`src/rtl/uart_pkg.sv`:
```
package uart_pkg;

    // Clock cycles per quarter-bit sample tick.
    localparam int unsigned CLKS_PER_SAMPLE = 4;
    // Sample ticks per bit, so one bit is 16 cycles.
    localparam int unsigned SAMPLES_PER_BIT = 4;
    localparam int unsigned CYC_W = $clog2(CLKS_PER_SAMPLE);
    localparam int unsigned PHASE_W = $clog2(SAMPLES_PER_BIT);

    // Start, eight data bits, stop.
    localparam int unsigned FRAME_BITS = 10;
    localparam int unsigned BIT_CNT_W = 4;

    // FIFO depths, powers of two.
    localparam int unsigned TX_DEPTH = 4;
    localparam int unsigned RX_DEPTH = 4;

    // Word addresses, selected by byte address bit 2.
    localparam logic ADDR_DATA = 1'b0;
    localparam logic ADDR_STATUS = 1'b1;

    // Receiver FSM states.
    localparam logic [1:0] RX_IDLE = 2'd0;
    localparam logic [1:0] RX_DATA = 2'd1;
    localparam logic [1:0] RX_WAIT = 2'd2;

    // Bus read word, seen as received data or as status.
    typedef union packed {
        struct packed {
            // Set when a byte was popped.
            logic        rx_valid;
            logic [22:0] pad;
            logic [7:0]  rx_byte;
        } data;
        struct packed {
            logic [11:0] pad_hi;
            // Sticky stop bit error.
            logic        frame_err;
            logic        rx_full;
            logic        rx_nonempty;
            logic        rx_busy;
            logic [12:0] pad_lo;
            logic        tx_full;
            logic        tx_nonempty;
            logic        tx_busy;
        } status;
    } uart_rdata_t;

endpackage

```
`src/rtl/uart_baud_gen.sv`:
```
`timescale 1ns/1ps

module uart_baud_gen
    import uart_pkg::*;
(
    input  logic clk,
    input  logic rst,
    output logic sample_tick,
    output logic bit_tick
);

    // Cycles within one quarter-bit.
    logic [CYC_W-1:0] cyc_cnt;
    // Quarter-bits within one bit.
    logic [PHASE_W-1:0] qtr_cnt;

    // Last cycle of each quarter-bit.
    assign sample_tick = (cyc_cnt == CYC_W'(CLKS_PER_SAMPLE - 1));
    // Last quarter of each bit.
    assign bit_tick = sample_tick && (qtr_cnt == PHASE_W'(SAMPLES_PER_BIT - 1));

    always_ff @(posedge clk) begin
        if (rst) begin
            cyc_cnt <= '0;
            qtr_cnt <= '0;
        end else begin
            // Both counters wrap naturally at powers of two.
            cyc_cnt <= cyc_cnt + 1'b1;
            if (sample_tick) begin
                qtr_cnt <= qtr_cnt + 1'b1;
            end
        end
    end

endmodule

```
`src/rtl/uart_fifo.sv`:
```
`timescale 1ns/1ps

module uart_fifo #(
    parameter int depth = 4
) (
    input  logic       clk,
    input  logic       rst,
    input  logic       push,
    input  logic [7:0] push_data,
    input  logic       pop,
    output logic [7:0] pop_data,
    output logic       empty,
    output logic       full
);

    // Byte storage.
    logic [7:0] mem [depth];

    // Pointers carry one extra wrap bit.
    logic [$clog2(depth):0] wr_ptr;
    logic [$clog2(depth):0] rd_ptr;
    logic [$clog2(depth):0] wr_next;
    logic [$clog2(depth):0] rd_next;
    // Entries held, from the pointer distance.
    logic [$clog2(depth):0] count;

    logic push_ok;
    logic pop_ok;

    // Requests against a full or empty FIFO are dropped.
    assign push_ok = push && !full;
    assign pop_ok = pop && !empty;

    assign count = wr_ptr - rd_ptr;

    always_comb begin
        wr_next = wr_ptr;
        rd_next = rd_ptr;
        if (push_ok) begin
            wr_next = wr_ptr + 1'b1;
        end
        if (pop_ok) begin
            rd_next = rd_ptr + 1'b1;
        end
    end

    // Head of queue read combinationally.
    assign pop_data = mem[rd_ptr[$clog2(depth)-1:0]];

    always_ff @(posedge clk) begin
        if (push_ok) begin
            mem[wr_ptr[$clog2(depth)-1:0]] <= push_data;
        end
    end

    always_ff @(posedge clk) begin
        if (rst) begin
            wr_ptr <= '0;
            rd_ptr <= '0;
            empty  <= 1'b1;
            full   <= 1'b0;
        end else begin
            wr_ptr <= wr_next;
            rd_ptr <= rd_next;
            // Flags come from the next pointers.
            empty  <= (wr_next == rd_next);
            // Full when only the wrap bit differs.
            full   <= ((wr_next ^ rd_next) == {1'b1, {$clog2(depth){1'b0}}});
        end
    end

    // Occupancy never exceeds the slots.
    // A push taken on full or a pop taken on empty would break it.
    assert property (@(posedge clk) disable iff (rst)
        count <= ($clog2(depth) + 1)'(depth));

endmodule

```
`src/rtl/uart_tx.sv`:
```
`timescale 1ns/1ps

module uart_tx
    import uart_pkg::*;
(
    input  logic       clk,
    input  logic       rst,
    input  logic       bit_tick,
    input  logic       fifo_empty,
    input  logic [7:0] fifo_data,
    output logic       fifo_pop,
    output logic       txd,
    output logic       busy
);

    // Shift register whose LSB drives the line.
    logic [FRAME_BITS-1:0] frame;
    // Bits already finished in this frame.
    logic [BIT_CNT_W-1:0] bit_cnt;
    logic last_bit;

    // Stop bit is on the line.
    assign last_bit = (bit_cnt == BIT_CNT_W'(FRAME_BITS - 1));

    // Load when idle or right as the stop bit ends.
    assign fifo_pop = bit_tick && !fifo_empty && (!busy || last_bit);

    assign txd = frame[0];

    always_ff @(posedge clk) begin
        if (rst) begin
            frame   <= '1;
            bit_cnt <= '0;
            busy    <= 1'b0;
        end else if (fifo_pop) begin
            // Stop, data, start.
            frame   <= {1'b1, fifo_data, 1'b0};
            bit_cnt <= '0;
            busy    <= 1'b1;
        end else if (bit_tick && busy) begin
            // Ones fill in behind the frame.
            frame <= {1'b1, frame[FRAME_BITS-1:1]};
            if (last_bit) begin
                bit_cnt <= '0;
                busy    <= 1'b0;
            end else begin
                bit_cnt <= bit_cnt + 1'b1;
            end
        end
    end

    // Idle line is high.
    assert property (@(posedge clk) disable iff (rst)
        !busy |-> txd);

endmodule

```
`src/rtl/uart_rx.sv`:
```
`timescale 1ns/1ps

module uart_rx
    import uart_pkg::*;
(
    input  logic       clk,
    input  logic       rst,
    input  logic       sample_tick,
    input  logic       rxd,
    output logic       byte_valid,
    output logic [7:0] byte_data,
    output logic       busy,
    output logic       frame_err
);

    // Two-stage synchronizer.
    logic rxd_meta;
    logic rxd_sync;

    logic [1:0] state;
    // Free-running quarter phase.
    logic [PHASE_W-1:0] phase;
    // Phase at which bits are sampled, mid-bit.
    logic [PHASE_W-1:0] samp_phase;
    logic [BIT_CNT_W-1:0] bit_cnt;
    // Data bits arrive LSB first.
    logic [7:0] shreg;
    logic samp_now;

    assign busy = (state != RX_IDLE);
    assign samp_now = sample_tick && (phase == samp_phase);

    always_ff @(posedge clk) begin
        if (rst) begin
            rxd_meta <= 1'b1;
            rxd_sync <= 1'b1;
        end else begin
            rxd_meta <= rxd;
            rxd_sync <= rxd_meta;
        end
    end

    always_ff @(posedge clk) begin
        if (rst) begin
            state      <= RX_IDLE;
            phase      <= '0;
            samp_phase <= '0;
            bit_cnt    <= '0;
            byte_valid <= 1'b0;
            frame_err  <= 1'b0;
        end else begin
            byte_valid <= 1'b0;
            frame_err  <= 1'b0;
            if (sample_tick) begin
                phase <= phase + 1'b1;
            end
            case (state)
                RX_IDLE: begin
                    // Start edge found, sample half a bit later.
                    if (sample_tick && !rxd_sync) begin
                        state      <= RX_DATA;
                        samp_phase <= phase + PHASE_W'(SAMPLES_PER_BIT / 2);
                        bit_cnt    <= '0;
                    end
                end
                RX_DATA: begin
                    if (samp_now) begin
                        if (bit_cnt == BIT_CNT_W'(FRAME_BITS - 1)) begin
                            // Mid stop bit.
                            if (rxd_sync) begin
                                byte_valid <= 1'b1;
                                state      <= RX_IDLE;
                            end else begin
                                frame_err <= 1'b1;
                                state     <= RX_WAIT;
                            end
                        end else begin
                            bit_cnt <= bit_cnt + 1'b1;
                        end
                    end
                end
                RX_WAIT: begin
                    // Line must go high again first.
                    if (samp_now && rxd_sync) begin
                        state <= RX_IDLE;
                    end
                end
                default: begin
                    state <= RX_IDLE;
                end
            endcase
        end
    end

    // Payload path, no reset.
    always_ff @(posedge clk) begin
        // Start bit sample is skipped.
        if (state == RX_DATA && samp_now && bit_cnt != '0
                && bit_cnt != BIT_CNT_W'(FRAME_BITS - 1)) begin
            shreg <= {rxd_sync, shreg[7:1]};
        end
        if (state == RX_DATA && samp_now && bit_cnt == BIT_CNT_W'(FRAME_BITS - 1)) begin
            byte_data <= shreg;
        end
    end

    // One strobe per good frame.
    assert property (@(posedge clk) disable iff (rst)
        byte_valid |=> !byte_valid);

endmodule

```
`src/rtl/uart_regs.sv`:
```
`timescale 1ns/1ps

module uart_regs
    import uart_pkg::*;
(
    input  logic        clk,
    input  logic        rst,
    input  logic [3:0]  bus_addr,
    input  logic        bus_we,
    input  logic        bus_re,
    input  logic [31:0] bus_wdata,
    output uart_rdata_t bus_rdata,
    output logic        bus_ready,
    output logic        tx_push,
    output logic [7:0]  tx_push_data,
    input  logic        tx_full,
    input  logic        tx_empty,
    input  logic        tx_busy,
    output logic        rx_pop,
    input  logic [7:0]  rx_data,
    input  logic        rx_empty,
    input  logic        rx_full,
    input  logic        rx_busy,
    input  logic        frame_err_pulse
);

    logic sel_data;
    logic sel_status;
    logic stall;
    // Sticky framing error.
    logic frame_err;
    uart_rdata_t rd_word;

    assign sel_data = (bus_addr[2] == ADDR_DATA);
    assign sel_status = (bus_addr[2] == ADDR_STATUS);

    // Data write against a full transmit FIFO.
    assign stall = bus_we && sel_data && tx_full;

    assign tx_push = bus_we && sel_data && !tx_full;
    assign tx_push_data = bus_wdata[7:0];
    assign rx_pop = bus_re && sel_data && !rx_empty;

    always_comb begin
        rd_word = '0;
        if (sel_status) begin
            rd_word.status.tx_busy     = tx_busy;
            rd_word.status.tx_nonempty = !tx_empty;
            rd_word.status.tx_full     = tx_full;
            rd_word.status.rx_busy     = rx_busy;
            rd_word.status.rx_nonempty = !rx_empty;
            rd_word.status.rx_full     = rx_full;
            rd_word.status.frame_err   = frame_err;
        end else begin
            // Head byte is valid only if something is there.
            rd_word.data.rx_byte  = rx_data;
            rd_word.data.rx_valid = !rx_empty;
        end
    end

    always_ff @(posedge clk) begin
        if (rst) begin
            bus_ready <= 1'b0;
            frame_err <= 1'b0;
        end else begin
            bus_ready <= !stall;
            // A new error wins over the clear.
            if (frame_err_pulse) begin
                frame_err <= 1'b1;
            end else if (bus_re && sel_status) begin
                frame_err <= 1'b0;
            end
        end
    end

    // Response word loaded on every read.
    always_ff @(posedge clk) begin
        if (bus_re) begin
            bus_rdata <= rd_word;
        end
    end

    // Master issues one request at a time.
    assert property (@(posedge clk) disable iff (rst)
        !(bus_we && bus_re));

endmodule

```
`src/rtl/uart_periph.sv`:
```
`timescale 1ns/1ps

module uart_periph
    import uart_pkg::*;
(
    input  logic        clk,
    input  logic        rst,
    input  logic [3:0]  bus_addr,
    input  logic        bus_we,
    input  logic        bus_re,
    input  logic [31:0] bus_wdata,
    output uart_rdata_t bus_rdata,
    output logic        bus_ready,
    output logic        txd,
    input  logic        rxd,
    output logic        tx_empty,
    output logic        rx_avail
);

    logic       sample_tick;
    logic       bit_tick;

    // Transmit path.
    logic       tx_push;
    logic [7:0] tx_push_data;
    logic       tx_pop;
    logic [7:0] tx_head;
    logic       tx_fifo_empty;
    logic       tx_fifo_full;
    logic       tx_busy;

    // Receive path.
    logic       rx_byte_valid;
    logic [7:0] rx_byte;
    logic       rx_pop;
    logic [7:0] rx_head;
    logic       rx_fifo_empty;
    logic       rx_fifo_full;
    logic       rx_busy;
    logic       frame_err_pulse;

    // Interrupt levels.
    assign tx_empty = tx_fifo_empty && !tx_busy;
    assign rx_avail = !rx_fifo_empty;

    uart_baud_gen u_baud_gen (
        .clk(clk), .rst(rst), .sample_tick(sample_tick), .bit_tick(bit_tick)
    );

    uart_fifo #(.depth(TX_DEPTH)) u_tx_fifo (
        .clk(clk), .rst(rst), .push(tx_push), .push_data(tx_push_data),
        .pop(tx_pop), .pop_data(tx_head), .empty(tx_fifo_empty), .full(tx_fifo_full)
    );

    uart_tx u_tx (
        .clk(clk), .rst(rst), .bit_tick(bit_tick), .fifo_empty(tx_fifo_empty),
        .fifo_data(tx_head), .fifo_pop(tx_pop), .txd(txd), .busy(tx_busy)
    );

    uart_rx u_rx (
        .clk(clk), .rst(rst), .sample_tick(sample_tick), .rxd(rxd),
        .byte_valid(rx_byte_valid), .byte_data(rx_byte), .busy(rx_busy),
        .frame_err(frame_err_pulse)
    );

    // Bytes arriving while full are dropped by the FIFO.
    uart_fifo #(.depth(RX_DEPTH)) u_rx_fifo (
        .clk(clk), .rst(rst), .push(rx_byte_valid), .push_data(rx_byte),
        .pop(rx_pop), .pop_data(rx_head), .empty(rx_fifo_empty), .full(rx_fifo_full)
    );

    uart_regs u_regs (
        .clk(clk), .rst(rst), .bus_addr(bus_addr), .bus_we(bus_we), .bus_re(bus_re),
        .bus_wdata(bus_wdata), .bus_rdata(bus_rdata), .bus_ready(bus_ready),
        .tx_push(tx_push), .tx_push_data(tx_push_data), .tx_full(tx_fifo_full),
        .tx_empty(tx_fifo_empty), .tx_busy(tx_busy), .rx_pop(rx_pop),
        .rx_data(rx_head), .rx_empty(rx_fifo_empty), .rx_full(rx_fifo_full),
        .rx_busy(rx_busy), .frame_err_pulse(frame_err_pulse)
    );

endmodule

```
`config.mk`:
```
export PLATFORM = sky130hd
export DESIGN_NAME = uart_periph
export DESIGN_NICKNAME = d
export VERILOG_FILES = /design/src/rtl/uart_pkg.sv /design/src/rtl/uart_baud_gen.sv /design/src/rtl/uart_fifo.sv /design/src/rtl/uart_tx.sv /design/src/rtl/uart_rx.sv /design/src/rtl/uart_regs.sv /design/src/rtl/uart_periph.sv
export SDC_FILE = /design/constraint.sdc
export NUM_CORES = 1
export LEC_CHECK = 0
export BUFFER_PORTS_ARGS = -buffer_cell sky130_fd_sc_hd__buf_2
export CORE_UTILIZATION = 50
export DETAILED_ROUTE_END_ITERATION = 8
export GPL_TIMING_DRIVEN = 1
export PLACE_DENSITY_LB_ADDON = 0.15
export SYNTH_ARGS = -nofsm -noshare
export SYNTH_HDL_FRONTEND = slang
export SYNTH_SLANG_ARGS = --single-unit
export TNS_END_PERCENT = 5
```
`constraint.sdc`:
```
create_clock -name clk -period 2.3 [get_ports clk]
set_input_delay 0.23 -clock clk [delete_from_list [all_inputs] [get_ports clk]]
set_output_delay 0.23 -clock clk [all_outputs]
set_load 0.02 [all_outputs]
```
## Word level (Yosys, flattened, before mapping)

Memory sizes are Yosys's and may differ from the RTL's. A register that Yosys moved wholly into a read port is not among the register bits.
Cells that the tools add are included.

| operators by class | value |
|---|---|
| $add $sub $neg | 10 |
| equal/unequal tests | 17 |
| mux-type cells | 31 |
| bitwise gates (word level) | 6 |
| reduce and logical (&&, ||, !) cells | 43 |

Operator list:

| operator | count |
|---|---|
| $logic_and 1x1->1 | 22 |
| $mux 9 | 2 |
| $mux 4 | 4 |
| $mux 3 | 5 |
| $mux 2 | 7 |
| $add 3x1->3 const B | 4 |
| $mux 1 | 11 |
| $reduce_bool 2->1 | 5 |
| $add 4x1->4 const B | 2 |
| $eq 4x4->1 const B | 2 |
| $ne 2x1->1 const B | 4 |
| $pmux 4 s2 | 1 |
| $reduce_and 4->1 | 2 |
| $logic_not 1->1 | 7 |
| $add 2x1->2 const B | 3 |
| $eq 2x2->1 const B | 3 |
| $eq 3x3->1 | 2 |
| $eq 3x3->1 const B | 2 |
| $pmux 2 s3 | 1 |
| $xor 3x3->3 | 2 |
| $ne 4x4->1 const B | 1 |
| $not 1->1 | 4 |
| $reduce_and 2->1 | 2 |
| $reduce_bool 4->1 | 1 |
| other kinds (8) | 8 |

| word-level totals | value |
|---|---|
| bits in registers | 79 |
| bits in writable memories | 64 |
| input port bits | 41 |
| output and inout port bits | 36 |
| logic and storage cells | 137 |
| memories | 2 |

Memory list:

| memory | words | width | rd ports | clocked after Yosys merged registers in | wr ports | line | source |
|---|---|---|---|---|---|---|---|
| u_rx_fifo.mem | 4 | 8 | 1 | 1 | 1 | uart_fifo.sv:17 | `logic [7:0] mem [depth];` |
| u_tx_fifo.mem | 4 | 8 | 1 | 1 | 1 | uart_fifo.sv:17 |  |

## Logic depth before layout (Yosys ltp)

Gate-level depths: netlist of run 1.

| logic depth | value |
|---|---|
| word-level depth | 8 |
| depth in mapped cells | 8 |
| mapped depth without buffers | 7 |

## Modules after synthesis

A second synthesis of run 1 with hierarchy kept.

| unflattened totals | value |
|---|---|
| cell total of the unflattened synthesis | 423 |
| area total of the unflattened synthesis | 6129.6 µm² |

By module, submodules not included:

| module | times used | cells an instance | area an instance (µm²) | sequential area each (µm²) |
|---|---|---|---|---|
| uart_fifo (u_rx_fifo) | 1 | 85 | 1626.6 | 1121.1 |
| uart_fifo (u_tx_fifo) | 1 | 85 | 1609.0 | 1121.1 |
| uart_rx | 1 | 97 | 1233.7 | 760.7 |
| uart_regs | 1 | 65 | 795.8 | 430.4 |
| uart_tx | 1 | 75 | 686.9 | 280.3 |
| uart_baud_gen | 1 | 14 | 160.2 | 80.1 |
| uart_periph | 1 | 2 | 17.5 | 0.0 |

## Least setup slack after synthesis of run 1

No wires, ideal clock.

| timing | value |
|---|---|
| kind | reg-to-reg |
| from | register u_baud_gen.cyc_cnt[0] |
| to | register u_rx.shreg[0], enable pin |
| library setup time | 370 ps |
| arrival | 1352 ps |
| required time | 1930 ps |
| slack | 578 ps |
| stages on the path, launching flop included | 7 |
| buffers on the path | 2 |
| period minus slack after synthesis | 1722 ps |
| cells stage by stage | dfxtp_1 -> ha_1 -> buf_4 -> and3_1 -> buf_6 -> nand2_1 -> nor2_1 |

| on the way | value |
|---|---|
| longest elaborated chain between the ends | 5 |

RTL lines:

| what | line | source |
|---|---|---|
| start, declared | uart_baud_gen.sv:13 | `logic [CYC_W-1:0] cyc_cnt;` |
| start signal, assigned | uart_baud_gen.sv:28 | `cyc_cnt <= cyc_cnt + 1'b1;` |
| $eq 2x2->1 | uart_baud_gen.sv:18 | `assign sample_tick = (cyc_cnt == CYC_W'(CLKS_PER_SAMPLE - 1));` |
| $logic_and 1x1->1 | uart_rx.sv:31 | `assign samp_now = sample_tick && (phase == samp_phase);` |
| $logic_and 1x1->1 (2 in series) | uart_rx.sv:98 | `if (state == RX_DATA && samp_now && bit_cnt != '0` |
| $logic_and 1x1->1 | uart_rx.sv:99 | `&& bit_cnt != BIT_CNT_W'(FRAME_BITS - 1)) begin` |
| end signal, assigned | uart_rx.sv:100 | `shreg <= {rxd_sync, shreg[7:1]};` |
| end, declared | uart_rx.sv:27 | `logic [7:0] shreg;` |

No other way between the ends.
A chain may end at the register's enable or synchronous reset.

## Final worst setup path of run 1

| timing | value |
|---|---|
| from | register u_baud_gen.qtr_cnt[0] |
| to | register u_tx_fifo.full |

| on the way | value |
|---|---|
| longest elaborated chain between the ends | 8 |

RTL lines:

| what | line | source |
|---|---|---|
| start, declared | uart_baud_gen.sv:15 | `logic [PHASE_W-1:0] qtr_cnt;` |
| start signal, assigned | uart_baud_gen.sv:30 | `qtr_cnt <= qtr_cnt + 1'b1;` |
| $eq 2x2->1 | uart_baud_gen.sv:20 | `assign bit_tick = sample_tick && (qtr_cnt == PHASE_W'(SAMPLES_PER_BIT - 1));` |
| $logic_and 1x1->1 | uart_baud_gen.sv:20 |  |
| $logic_and 1x1->1 (2 in series) | uart_tx.sv:26 | `assign fifo_pop = bit_tick && !fifo_empty && (!busy \|\| last_bit);` |
| $logic_and 1x1->1 | uart_fifo.sv:32 | `assign pop_ok = pop && !empty;` |
| $mux 3 | uart_fifo.sv:42 | `if (pop_ok) begin` |
| $xor 3x3->3 | uart_fifo.sv:68 | `full <= ((wr_next ^ rd_next) == {1'b1, {$clog2(depth){1'b0}}});` |
| $eq 3x3->1 | uart_fifo.sv:68 |  |
| end signal, assigned | uart_fifo.sv:68 |  |
| end, declared | uart_fifo.sv:13 | `output logic full` |

No other way between the ends.

==> impl_metrics.yaml, run 1 <==
outcome:
  status: "complete, no violations"
global_route:
  overflow: 0
  grt_pass1_vias: 3035
  antenna_found_initial: 0
  grt_usage: 0.164
  grt_pass1_wl_um: 15000
  grt_start_max_net_pins: 28
clock_network:
  cts_root_buf: "clkbuf_16"
  worstSkewPairLatency_ns: 0.42
  post_cts_buffers: 0
  cts-buffers-inserted: 17
  clkTransAtPathRegs_ns: 0.07
  clk_path_buf_depth: 2
  cts_tree: "yes"
  htree_num_levels: 4
  clock-sinks: 143
pwr:
  p_leak_nw: 2.43
  p_sw_frac: 0.222
  pwr-share-clk: 0.476
  max-vdd-ir-drop_mv: 0.881
  p_per_area_mw_per_mm2: 833
  p_comb_frac: 0.031
  intPower_w: 0.00437
  seqPwrFrac: 0.493
  power.switching_w: 0.00125
setup_path:
  reg2reg_setup_slack_ns: 0.34
  worstPathMaxFanout: 13
  arrival_ns: 2.26
  path_class: "reg2reg"
  crit_path_start_kind: "flop"
  required_ns: 2.61
  worstReg2RegStart: "u_baud_gen.qtr_cnt[0]$_SDFFE_PP0N_"
  end_kind: "flop"
  worstSetupStartpoint: "u_baud_gen.qtr_cnt[0]$_SDFFE_PP0N_"
timing:
  finClkSkew_ns: 0.0112
  worst_slew_pin_slew_ns: 0.639
  finalHoldViolCount: 0
  whs_ns: 0.0300
  slew_headroom: 0.574
  report.final.slew_viol_count: 0
  fin_crit_ns: 1.96
  setup_viol: 0
  grt_setup_unrepaired: "no"
  post-route-period-util: 0.850
  fmax_mhz: 511
  fin_tns_setup_ns: 0
synth:
  yosys_warnings: 0
  synth.most_common_cell: "edfxtp_1"
  synth.top_cell.area_share: 0.474
  synth-seq-area-share: 0.644
  yosys-top-cells-count: "edfxtp_1 (93), dfxtp_1 (50), nor2_1 (41)"
  ys_async_sr_fraction: 0
  synth-main-ff-cell: "edfxtp_1"
  ys_types: 52
  syn_avg_cell_area_sq_um: 14.2
  syn_area_sq_mm: 0.00589
  synth_cells: 414
  ys_seq_elements: 143
  yosys.area.top_type: "edfxtp_1"
  synth_edf_count: 93
  synthTopCellsByArea: "edfxtp_1 (47%), dfxtp_1 (17%), mux4_2 (6.1%)"
floorplan:
  start_util: 0.514
  io_pins: 77
  rows: 39
  die_h_um: 111
  coreArea_sq_mm: 0.0115
  die_x_um: 111
  die-area_sq_mm: 0.0122
drt:
  avgViaCountPerCell: 5.13
  first_pass_iters: 4
  routedWlPerCell_um: 14.9
  drc_errors: 0
  wirelength_um: 9110
  postRouteAntennaNets: 0
  num_vias: 3139
  drtIter0Drc: 109
place:
  place_congestion: 0.778
  placed_cells: 579
  post-dp-hpwl_um: 6120
  port_buffers: 30
final_layout:
  fin_nets: 512
  n_antenna_cell: 0
  finalNonFillerCells: 612
  syn_to_final_growth_pct: 14.4
  drive_gt1_frac: 0.220
hold_path:
  min_from: "bus_wdata[3]"
  hp-class: "in2reg"
job:
  max_cap_viol_count: 0
==> metrics by stage <==
step	cell area, sq um	setup slack [ns]	utilization	power (W)
final	6740	0.345	0.588	0.00561
after detailed placement	6140	0.359	0.536	0.00300
after floorplan	5960	0.578	-	0.00297
after CTS	6740	0.339	0.588	0.00568
after global routing	6740	0.232	0.588	0.00581
after global placement	6140	0.415	0.536	0.00299
==> repair_timing <==
action,in CTS,in global routing
hold buffers,1,0
gates resized for setup,0,0
hold endpoints to repair,1,0
==> final cells by class <==
cell class	instances	area (sq um)
Clock buffer	18	439
Sequential cell	143	3790
Inverter	14	52.6
Tap cell	143	179
Multi-Input combinational cell	237	1860
Clock inverter	14	149
Fill cell	914	4730
Timing Repair Buffer	43	263
==> cell usage in the layout, fill, tap and decap left out, types with 7 or more instances in the layout <==
cell,netlist,routed
a211o_1,7,7
a21oi_1,12,12
and2_1,15,15
buf_2,4,30
buf_4,23,11
clkbuf_16,0,17
conb_1,1,19
dfxtp_1,50,50
edfxtp_1,93,93
ha_1,15,15
inv_1,14,14
mux2i_1,14,14
mux4_2,16,16
nand2_1,20,20
nor2_1,41,41
xnor2_1,17,17
==> registers in the layout, indices dropped and copies added (netlist names), 3 cells and up <==
name and flops:
u_tx.frame 9, u_rx_fifo.rd_ptr 3, u_tx_fifo.wr_ptr 3, u_rx.shreg 8, u_rx.bit_cnt 4, u_rx_fifo.mem 32
u_regs.bus_rdata 13, u_rx_fifo.wr_ptr 3, u_tx_fifo.rd_ptr 3, u_tx.bit_cnt 4, u_rx.byte_data 8, u_tx_fifo.mem 32
==> power by group through the flow <==
| stage | Combinational, W | Clock [W] | Sequential (W) |
|---|---|---|---|
| floorplan | 0.000132 | 0 | 0.00283 |
| global placement | 0.000171 | 0 | 0.00282 |
| detailed placement | 0.000175 | 0 | 0.00282 |
| CTS | 0.000177 | 0.00273 | 0.00277 |
| global route | 0.000190 | 0.00285 | 0.00277 |
| finish | 0.000174 | 0.00267 | 0.00277 |
==> worst paths after layout <==
check / cells past startpoint / endpoint
hold / removal: 1 / u_tx_fifo.mem[0][3]$_DFFE_PP_
hold reg to reg: 1 / u_rx.rxd_sync$_SDFF_PP1_
setup reg to reg: 6 / u_tx_fifo.full$_SDFF_PP0_
setup / recovery: 6 / u_tx_fifo.full$_SDFF_PP0_
==> worst max-delay path: stages (launching register included) <==
cell	delay [ns]
dfxtp_1	0.35
ha_1	0.25
nand3b_4	0.12
a21oi_4	0.43
mux2i_1	0.33
xnor2_1	0.14
and4bb_1	0.21
==> logic make-up after synthesis <==
group | count (synthesis) | share of synthesized area
compound gates | 38 | 0.0450
flops | 143 | 0.644
mux | 30 | 0.0849
other cells | 1 | 0.000636
fa+ha+maj | 15 | 0.0318
xor+xnor | 23 | 0.0367
simple gates | 112 | 0.106
buf+inv | 52 | 0.0514
==> routing by layer <==
| layer | part of all wire | global-route usage |
|---|---|---|
| met2 | 0.48 | 0.257 |
| met4 | 0.0086 | 0.0631 |
| met1 | 0.48 | 0.205 |
| met3 | 0.029 | 0.0648 |
| met5 | 0 | 0 |
Note: power is estimated with default switching activity, not from simulation.
==> run 2: changes to the inputs <==
CORE_MARGIN = 4   (was unset)
CTS_BUF_LIST = sky130_fd_sc_hd__clkbuf_4 sky130_fd_sc_hd__clkbuf_8   (was unset)
==> run 2 against run 1 <==
Clock skew decreased by 0.0032 ns. Global-route usage decreased by 1.1 points. Largest power group unchanged. Die area increased by 11%. Critical path type unchanged. Critical endpoint is now u_rx.bit_cnt[3]$_SDFFE_PP0P_.
==> impl_metrics.yaml, run 2 (synthesized netlist as in run 1, its figures left out) <==
clock_network:
  post_cts_buffers: 0
  htree_num_levels: 4
  clkTransAtPathRegs_ns: 0.07
  cts_tree: "yes"
  cts-buffers-inserted: 17
  clock-sinks: 143
  worstSkewPairLatency_ns: 0.43
  clk_path_buf_depth: 2
  cts_root_buf: "clkbuf_8"
global_route:
  overflow: 0
  antenna_found_initial: 0
  gr-usage-met1: 0.196
  busiest_layer: "met2"
  grt_start_max_net_pins: 30
  grt_pass1_wl_um: 15600
  grtUsageMet3: 0.0528
  grt_usage: 0.153
  use_met2: 0.240
  grt_pass1_vias: 3214
floorplan:
  die-area_sq_mm: 0.0136
  start_util: 0.514
  io_pins: 77
  die_h_um: 117
  die_x_um: 117
  rows: 39
  coreArea_sq_mm: 0.0115
drt:
  num_vias: 3125
  first_pass_iters: 4
  drtIter0Drc: 136
  drc_errors: 0
  routedWlPerCell_um: 14.7
  wirelength_um: 9170
  avgViaCountPerCell: 5.01
  postRouteAntennaNets: 0
timing:
  grt_setup_unrepaired: "no"
  post-route-period-util: 0.864
  worst_slew_pin_slew_ns: 0.589
  fin_tns_setup_ns: 0
  slew_headroom: 0.607
  finClkSkew_ns: 0.00799
  report.final.slew_viol_count: 0
  fmax_mhz: 503
  setup_viol: 0
  fin_crit_ns: 1.99
  finalHoldViolCount: 0
setup_path:
  worstPathMaxFanout: 7
  arrival_ns: 2.33
  path_class: "reg2reg"
  crit_path_start_kind: "flop"
  end_kind: "flop"
  required_ns: 2.65
place:
  port_buffers: 30
  post-dp-hpwl_um: 6320
  postPlaceCellArea_sq_mm: 0.00615
  place_congestion: 0.776
pwr:
  p_leak_nw: 2.40
  p_per_area_mw_per_mm2: 735
  max-vdd-ir-drop_mv: 0.503
hold_path:
  hp-class: "in2reg"
final_layout:
  fin_nets: 524
  drive_gt1_frac: 0.216
  mostFrequentLayoutCell: "edfxtp_1"
  syn_to_final_growth_pct: 12.7
  n_antenna_cell: 0
  final_cell_mix: "edfxtp_1 (93), dfxtp_1 (50), nor2_1 (41), buf_2 (30), nand2_1 (20)"
  stdcell_area_sq_mm: 0.00664
outcome:
  status: "complete, no violations"
job:
  max_cap_viol_count: 0
run 2: changes by cell type in the layout (fill, tap and decap cells not counted), sizes merged:
cell,before,now
buf,42,45
bufinv,1,2
clkinvlp,2,1
dlygate4sd3,1,10
clkbuf,18,25
inv,21,14
run 2: power breakdown:
group / total (W) / internal (W) / switching [W]
clock network: 0.00193 / 0.00108 / 0.000851
registers: 0.00277 / 0.00275 / 0.0000148
logic: 0.000185 / 0.0000673 / 0.000118
run 2: worst max-delay path, stage by stage, from the launching register on:
cell and delay (ns):
dfxtp_1 0.34, ha_1 0.31, buf_4 0.22, and3_1 0.33, nand3_2 0.13, or3_1 0.37
a211oi_1 0.21
run 2: final timing paths:
check | startpoint | endpoint | slack, ns | cells after the start
worst max register to register | u_baud_gen.cyc_cnt[0]$_SDFF_PP0_ | u_rx.bit_cnt[3]$_SDFFE_PP0P_ | 0.31 | 6
worst min register to register | u_rx.rxd_meta$_SDFF_PP1_ | u_rx.rxd_sync$_SDFF_PP1_ | 0.41 | 1
worst max-delay path | u_baud_gen.cyc_cnt[0]$_SDFF_PP0_ | u_rx.bit_cnt[3]$_SDFFE_PP0P_ | 0.31 | 6
worst min-delay path | bus_addr[2] | u_regs.bus_rdata[31]$_SDFFCE_PP0P_ | 0.19 | 2
run 2: through the flow:
| stage | setup slack [ns] | util | power [W] | hold slack (ns) | std cells |
|---|---|---|---|---|---|
| after floorplan | 0.578 | - | 0.00297 | 0.329 | 432 |
| after global placement | 0.402 | 0.536 | 0.00299 | 0.392 | 582 |
| after detailed placement | 0.307 | 0.536 | 0.00300 | 0.400 | 582 |
| after CTS | 0.280 | 0.579 | 0.00495 | 0.160 | 624 |
| after global routing | 0.149 | 0.579 | 0.00507 | 0.212 | 624 |
| final | 0.313 | 0.579 | 0.00489 | 0.192 | 624 |
run 2: area by class of cell:
cell class | count | area [sq um]
clock inverter | 7 | 85.1
fill | 929 | 4820
sequential | 143 | 3790
timing repair buffer | 55 | 363
tap | 143 | 179
clock buffer | 25 | 307
multi-input combinational | 237 | 1860
inverter | 14 | 52.6
run 2: layer usage:
metal  wire length, um  share of wire
met4               138          0.015
met5                 0              0
met1              4250           0.46
met2              4340           0.47
met3               444          0.048
run 2: repair_timing:
item | in CTS | in global routing
hold endpoints to repair | 34 | 0
resized for setup | 0 | 0
hold buffers | 10 | 0
==> run 3: changes to the inputs <==
ABC_AREA = 1   (was unset)
==> run 3 against run 2 <==
The flow now finishes with violations (design-rule violations). Sequential power about the same. Worst hold slack got worse by 0.076 ns. Critical path depth decreased by 1. Largest cell class unchanged.
==> impl_metrics.yaml, run 3 <==
outcome:
  status: "finished with violations"
  violations: "design-rule violations"
setup_path:
  ff2ff_path_depth: 5
  path_class: "reg2reg"
  required_ns: 2.37
  crit_path_start_kind: "flop"
  worstReg2RegStart: "u_baud_gen.cyc_cnt[0]$_SDFF_PP0_"
  worstSetupStartpoint: "u_baud_gen.cyc_cnt[0]$_SDFF_PP0_"
  worstPathMaxFanout: 9
  end_kind: "flop"
  arrival_ns: 1.97
  rr_endpoint: "u_rx.byte_data[3]$_DFFE_PP_"
  reg2reg_setup_slack_ns: 0.40
timing:
  final.setup.worst_slack_ns: 0.404
  setup_viol: 0
  finalHoldViolCount: 0
  fmax_mhz: 527
  slew_headroom: 0.594
  worst_slew_pin_slew_ns: 0.608
  fin_tns_setup_ns: 0
  finClkSkew_ns: 0.00753
  grt_setup_unrepaired: "no"
  post-route-period-util: 0.825
  report.final.slew_viol_count: 0
  fin_crit_ns: 1.90
synth:
  synth-main-ff-cell: "edfxtp_1"
  synthTopCellsByArea: "edfxtp_1 (46%), dfxtp_1 (17%), nor2_1 (6.2%)"
  yosys-top-cells-count: "nor2_1 (100), edfxtp_1 (93), nand2_1 (69)"
  ys_async_sr_fraction: 0
  synth_edf_count: 93
  synth.most_common_cell: "nor2_1"
  syn_avg_cell_area_sq_um: 10.4
  ys_seq_elements: 143
  synth.top_cell.area_share: 0.463
  ys_types: 37
  syn_area_sq_mm: 0.00603
  synth-seq-area-share: 0.629
  yosys.area.top_type: "edfxtp_1"
  synth_cells: 578
  yosys_warnings: 0
final_layout:
  seq_area_sq_mm: 0.00379
  syn_to_final_growth_pct: 11.5
  drive_gt1_frac: 0.152
  fillers: 996
  n_antenna_cell: 0
  mostFrequentLayoutCell: "nor2_1"
  fin_nets: 688
  multi_input_area_sq_mm: 0.00185
  final_cell_mix: "nor2_1 (100), edfxtp_1 (93), nand2_1 (69), inv_1 (54)"
global_route:
  overflow: 0
  grt_pass1_wl_um: 17900
  grt_start_max_net_pins: 30
  grt_pass1_vias: 3654
  antenna_found_initial: 0
  grt_usage: 0.163
pwr:
  p_leak_nw: 2.71
  max-vdd-ir-drop_mv: 0.818
  p_per_area_mw_per_mm2: 699
drt:
  first_pass_iters: 6
  postRouteAntennaNets: 0
  num_vias: 3903
  drc_errors: 1
  drtIter0Drc: 317
  wirelength_um: 10500
  avgViaCountPerCell: 4.96
  routedWlPerCell_um: 13.4
clock_network:
  cts_tree: "yes"
  post_cts_resized: 0
  clock-sinks: 143
  htree_num_levels: 4
  cts_root_buf: "clkbuf_8"
  cts-buffers-inserted: 17
  clkTransAtPathRegs_ns: 0.07
  worstSkewPairLatency_ns: 0.44
  clk_path_buf_depth: 2
place:
  post-dp-hpwl_um: 7130
  pre_cts_ws_ns: 0.394
  port_buffers: 30
  place_congestion: 0.807
floorplan:
  io_pins: 77
  die-area_sq_mm: 0.0139
  coreArea_sq_mm: 0.0116
  die_x_um: 118
  die_h_um: 118
  rows: 39
  start_util: 0.520
job:
  max_cap_viol_count: 0
hold_path:
  hp-class: "in2reg"
  min_path_cells: 4
  min_to: "u_regs.bus_ready$_SDFF_PP0_"
  min_from: "bus_we"
==> run 3: changes by cell type in the layout (fill, tap and decap cells not counted), moves of 16 or more <==
| cell | delta |
|---|---|
| a21oi_1 | +19 |
| o21ai_0 | +44 |
| mux4_2 | -16 |
| inv_1 | +40 |
| nand2_1 | +49 |
| nor2_1 | +59 |
| nand3_1 | +21 |
==> run 3: where the power goes <==
group | internal, W | total [W] | switching [W]
Clock | 0.000840 | 0.00173 | 0.000888
Sequential | 0.00275 | 0.00277 | 0.0000178
Combinational | 0.0000645 | 0.000209 | 0.000145
==> run 3: final cells by class <==
type	instances	share of cell area
inverter	58	0.0327
tap	143	0.0266
timing repair buffer	53	0.0513
sequential	143	0.564
clock buffer	18	0.0359
clock inverter	13	0.0149
multi-input combinational	359	0.275
==> run 3: worst max-delay path by stage <==
stage	endpoint	slack, ns
floorplan	u_rx.shreg[0]$_DFFE_PP_	0.54
global placement	u_rx.byte_data[5]$_DFFE_PP_	0.43
detailed placement	u_rx.byte_data[6]$_DFFE_PP_	0.39
CTS	u_rx.byte_data[3]$_DFFE_PP_	0.37
global route	u_rx.frame_err$_SDFF_PP0_	0.23
finish	u_rx.byte_data[3]$_DFFE_PP_	0.40
==> run 3: timing repair <==
item,CTS,global route
buffers inserted,0,0
hold buffers,9,0
endpoints found under the hold margin,33,0
==> run 3: routing by layer <==
metal  wire [um]  share of wire  global-route usage  up-vias
li1            -              -                   -     2002
met1        5260           0.50               0.227     1823
met2        4740           0.45               0.242       70
met3         398          0.038              0.0500        8
met4         135          0.013              0.0571        0
met5           0              0                   0        -
==> run 3: cells by family after synthesis <==
kind of cell / synth area share
buffers and inverters: 0.0757
and+or+nand+nor: 0.162
adders and majority gates: 0.0311
other: 0.000621
AOI/OAI and AO/OA: 0.0902
xor gates and xnor gates: 0.0116
DFF: 0.629
==> run 3: critical path, stage by stage, from the launching register on <==
cell,delay (ns)
dfxtp_1,0.34
ha_1,0.34
inv_2,0.12
a21oi_4,0.15
nand3_4,0.12
nor4_4,0.46
==> run 3: stage by stage <==
| stage | hold WS (ns) | instance area (sq um) | total power, W | utilization | std cells |
|---|---|---|---|---|---|
| global route | 0.118 | 6730 | 0.00493 | 0.580 | 787 |
| floorplan | 0.329 | 6100 | 0.00298 | - | 596 |
| finish | 0.116 | 6730 | 0.00471 | 0.580 | 787 |
| CTS | 0.0864 | 6730 | 0.00476 | 0.580 | 787 |
| detailed placement | 0.397 | 6300 | 0.00303 | 0.542 | 747 |
| global placement | 0.393 | 6300 | 0.00302 | 0.542 | 747 |
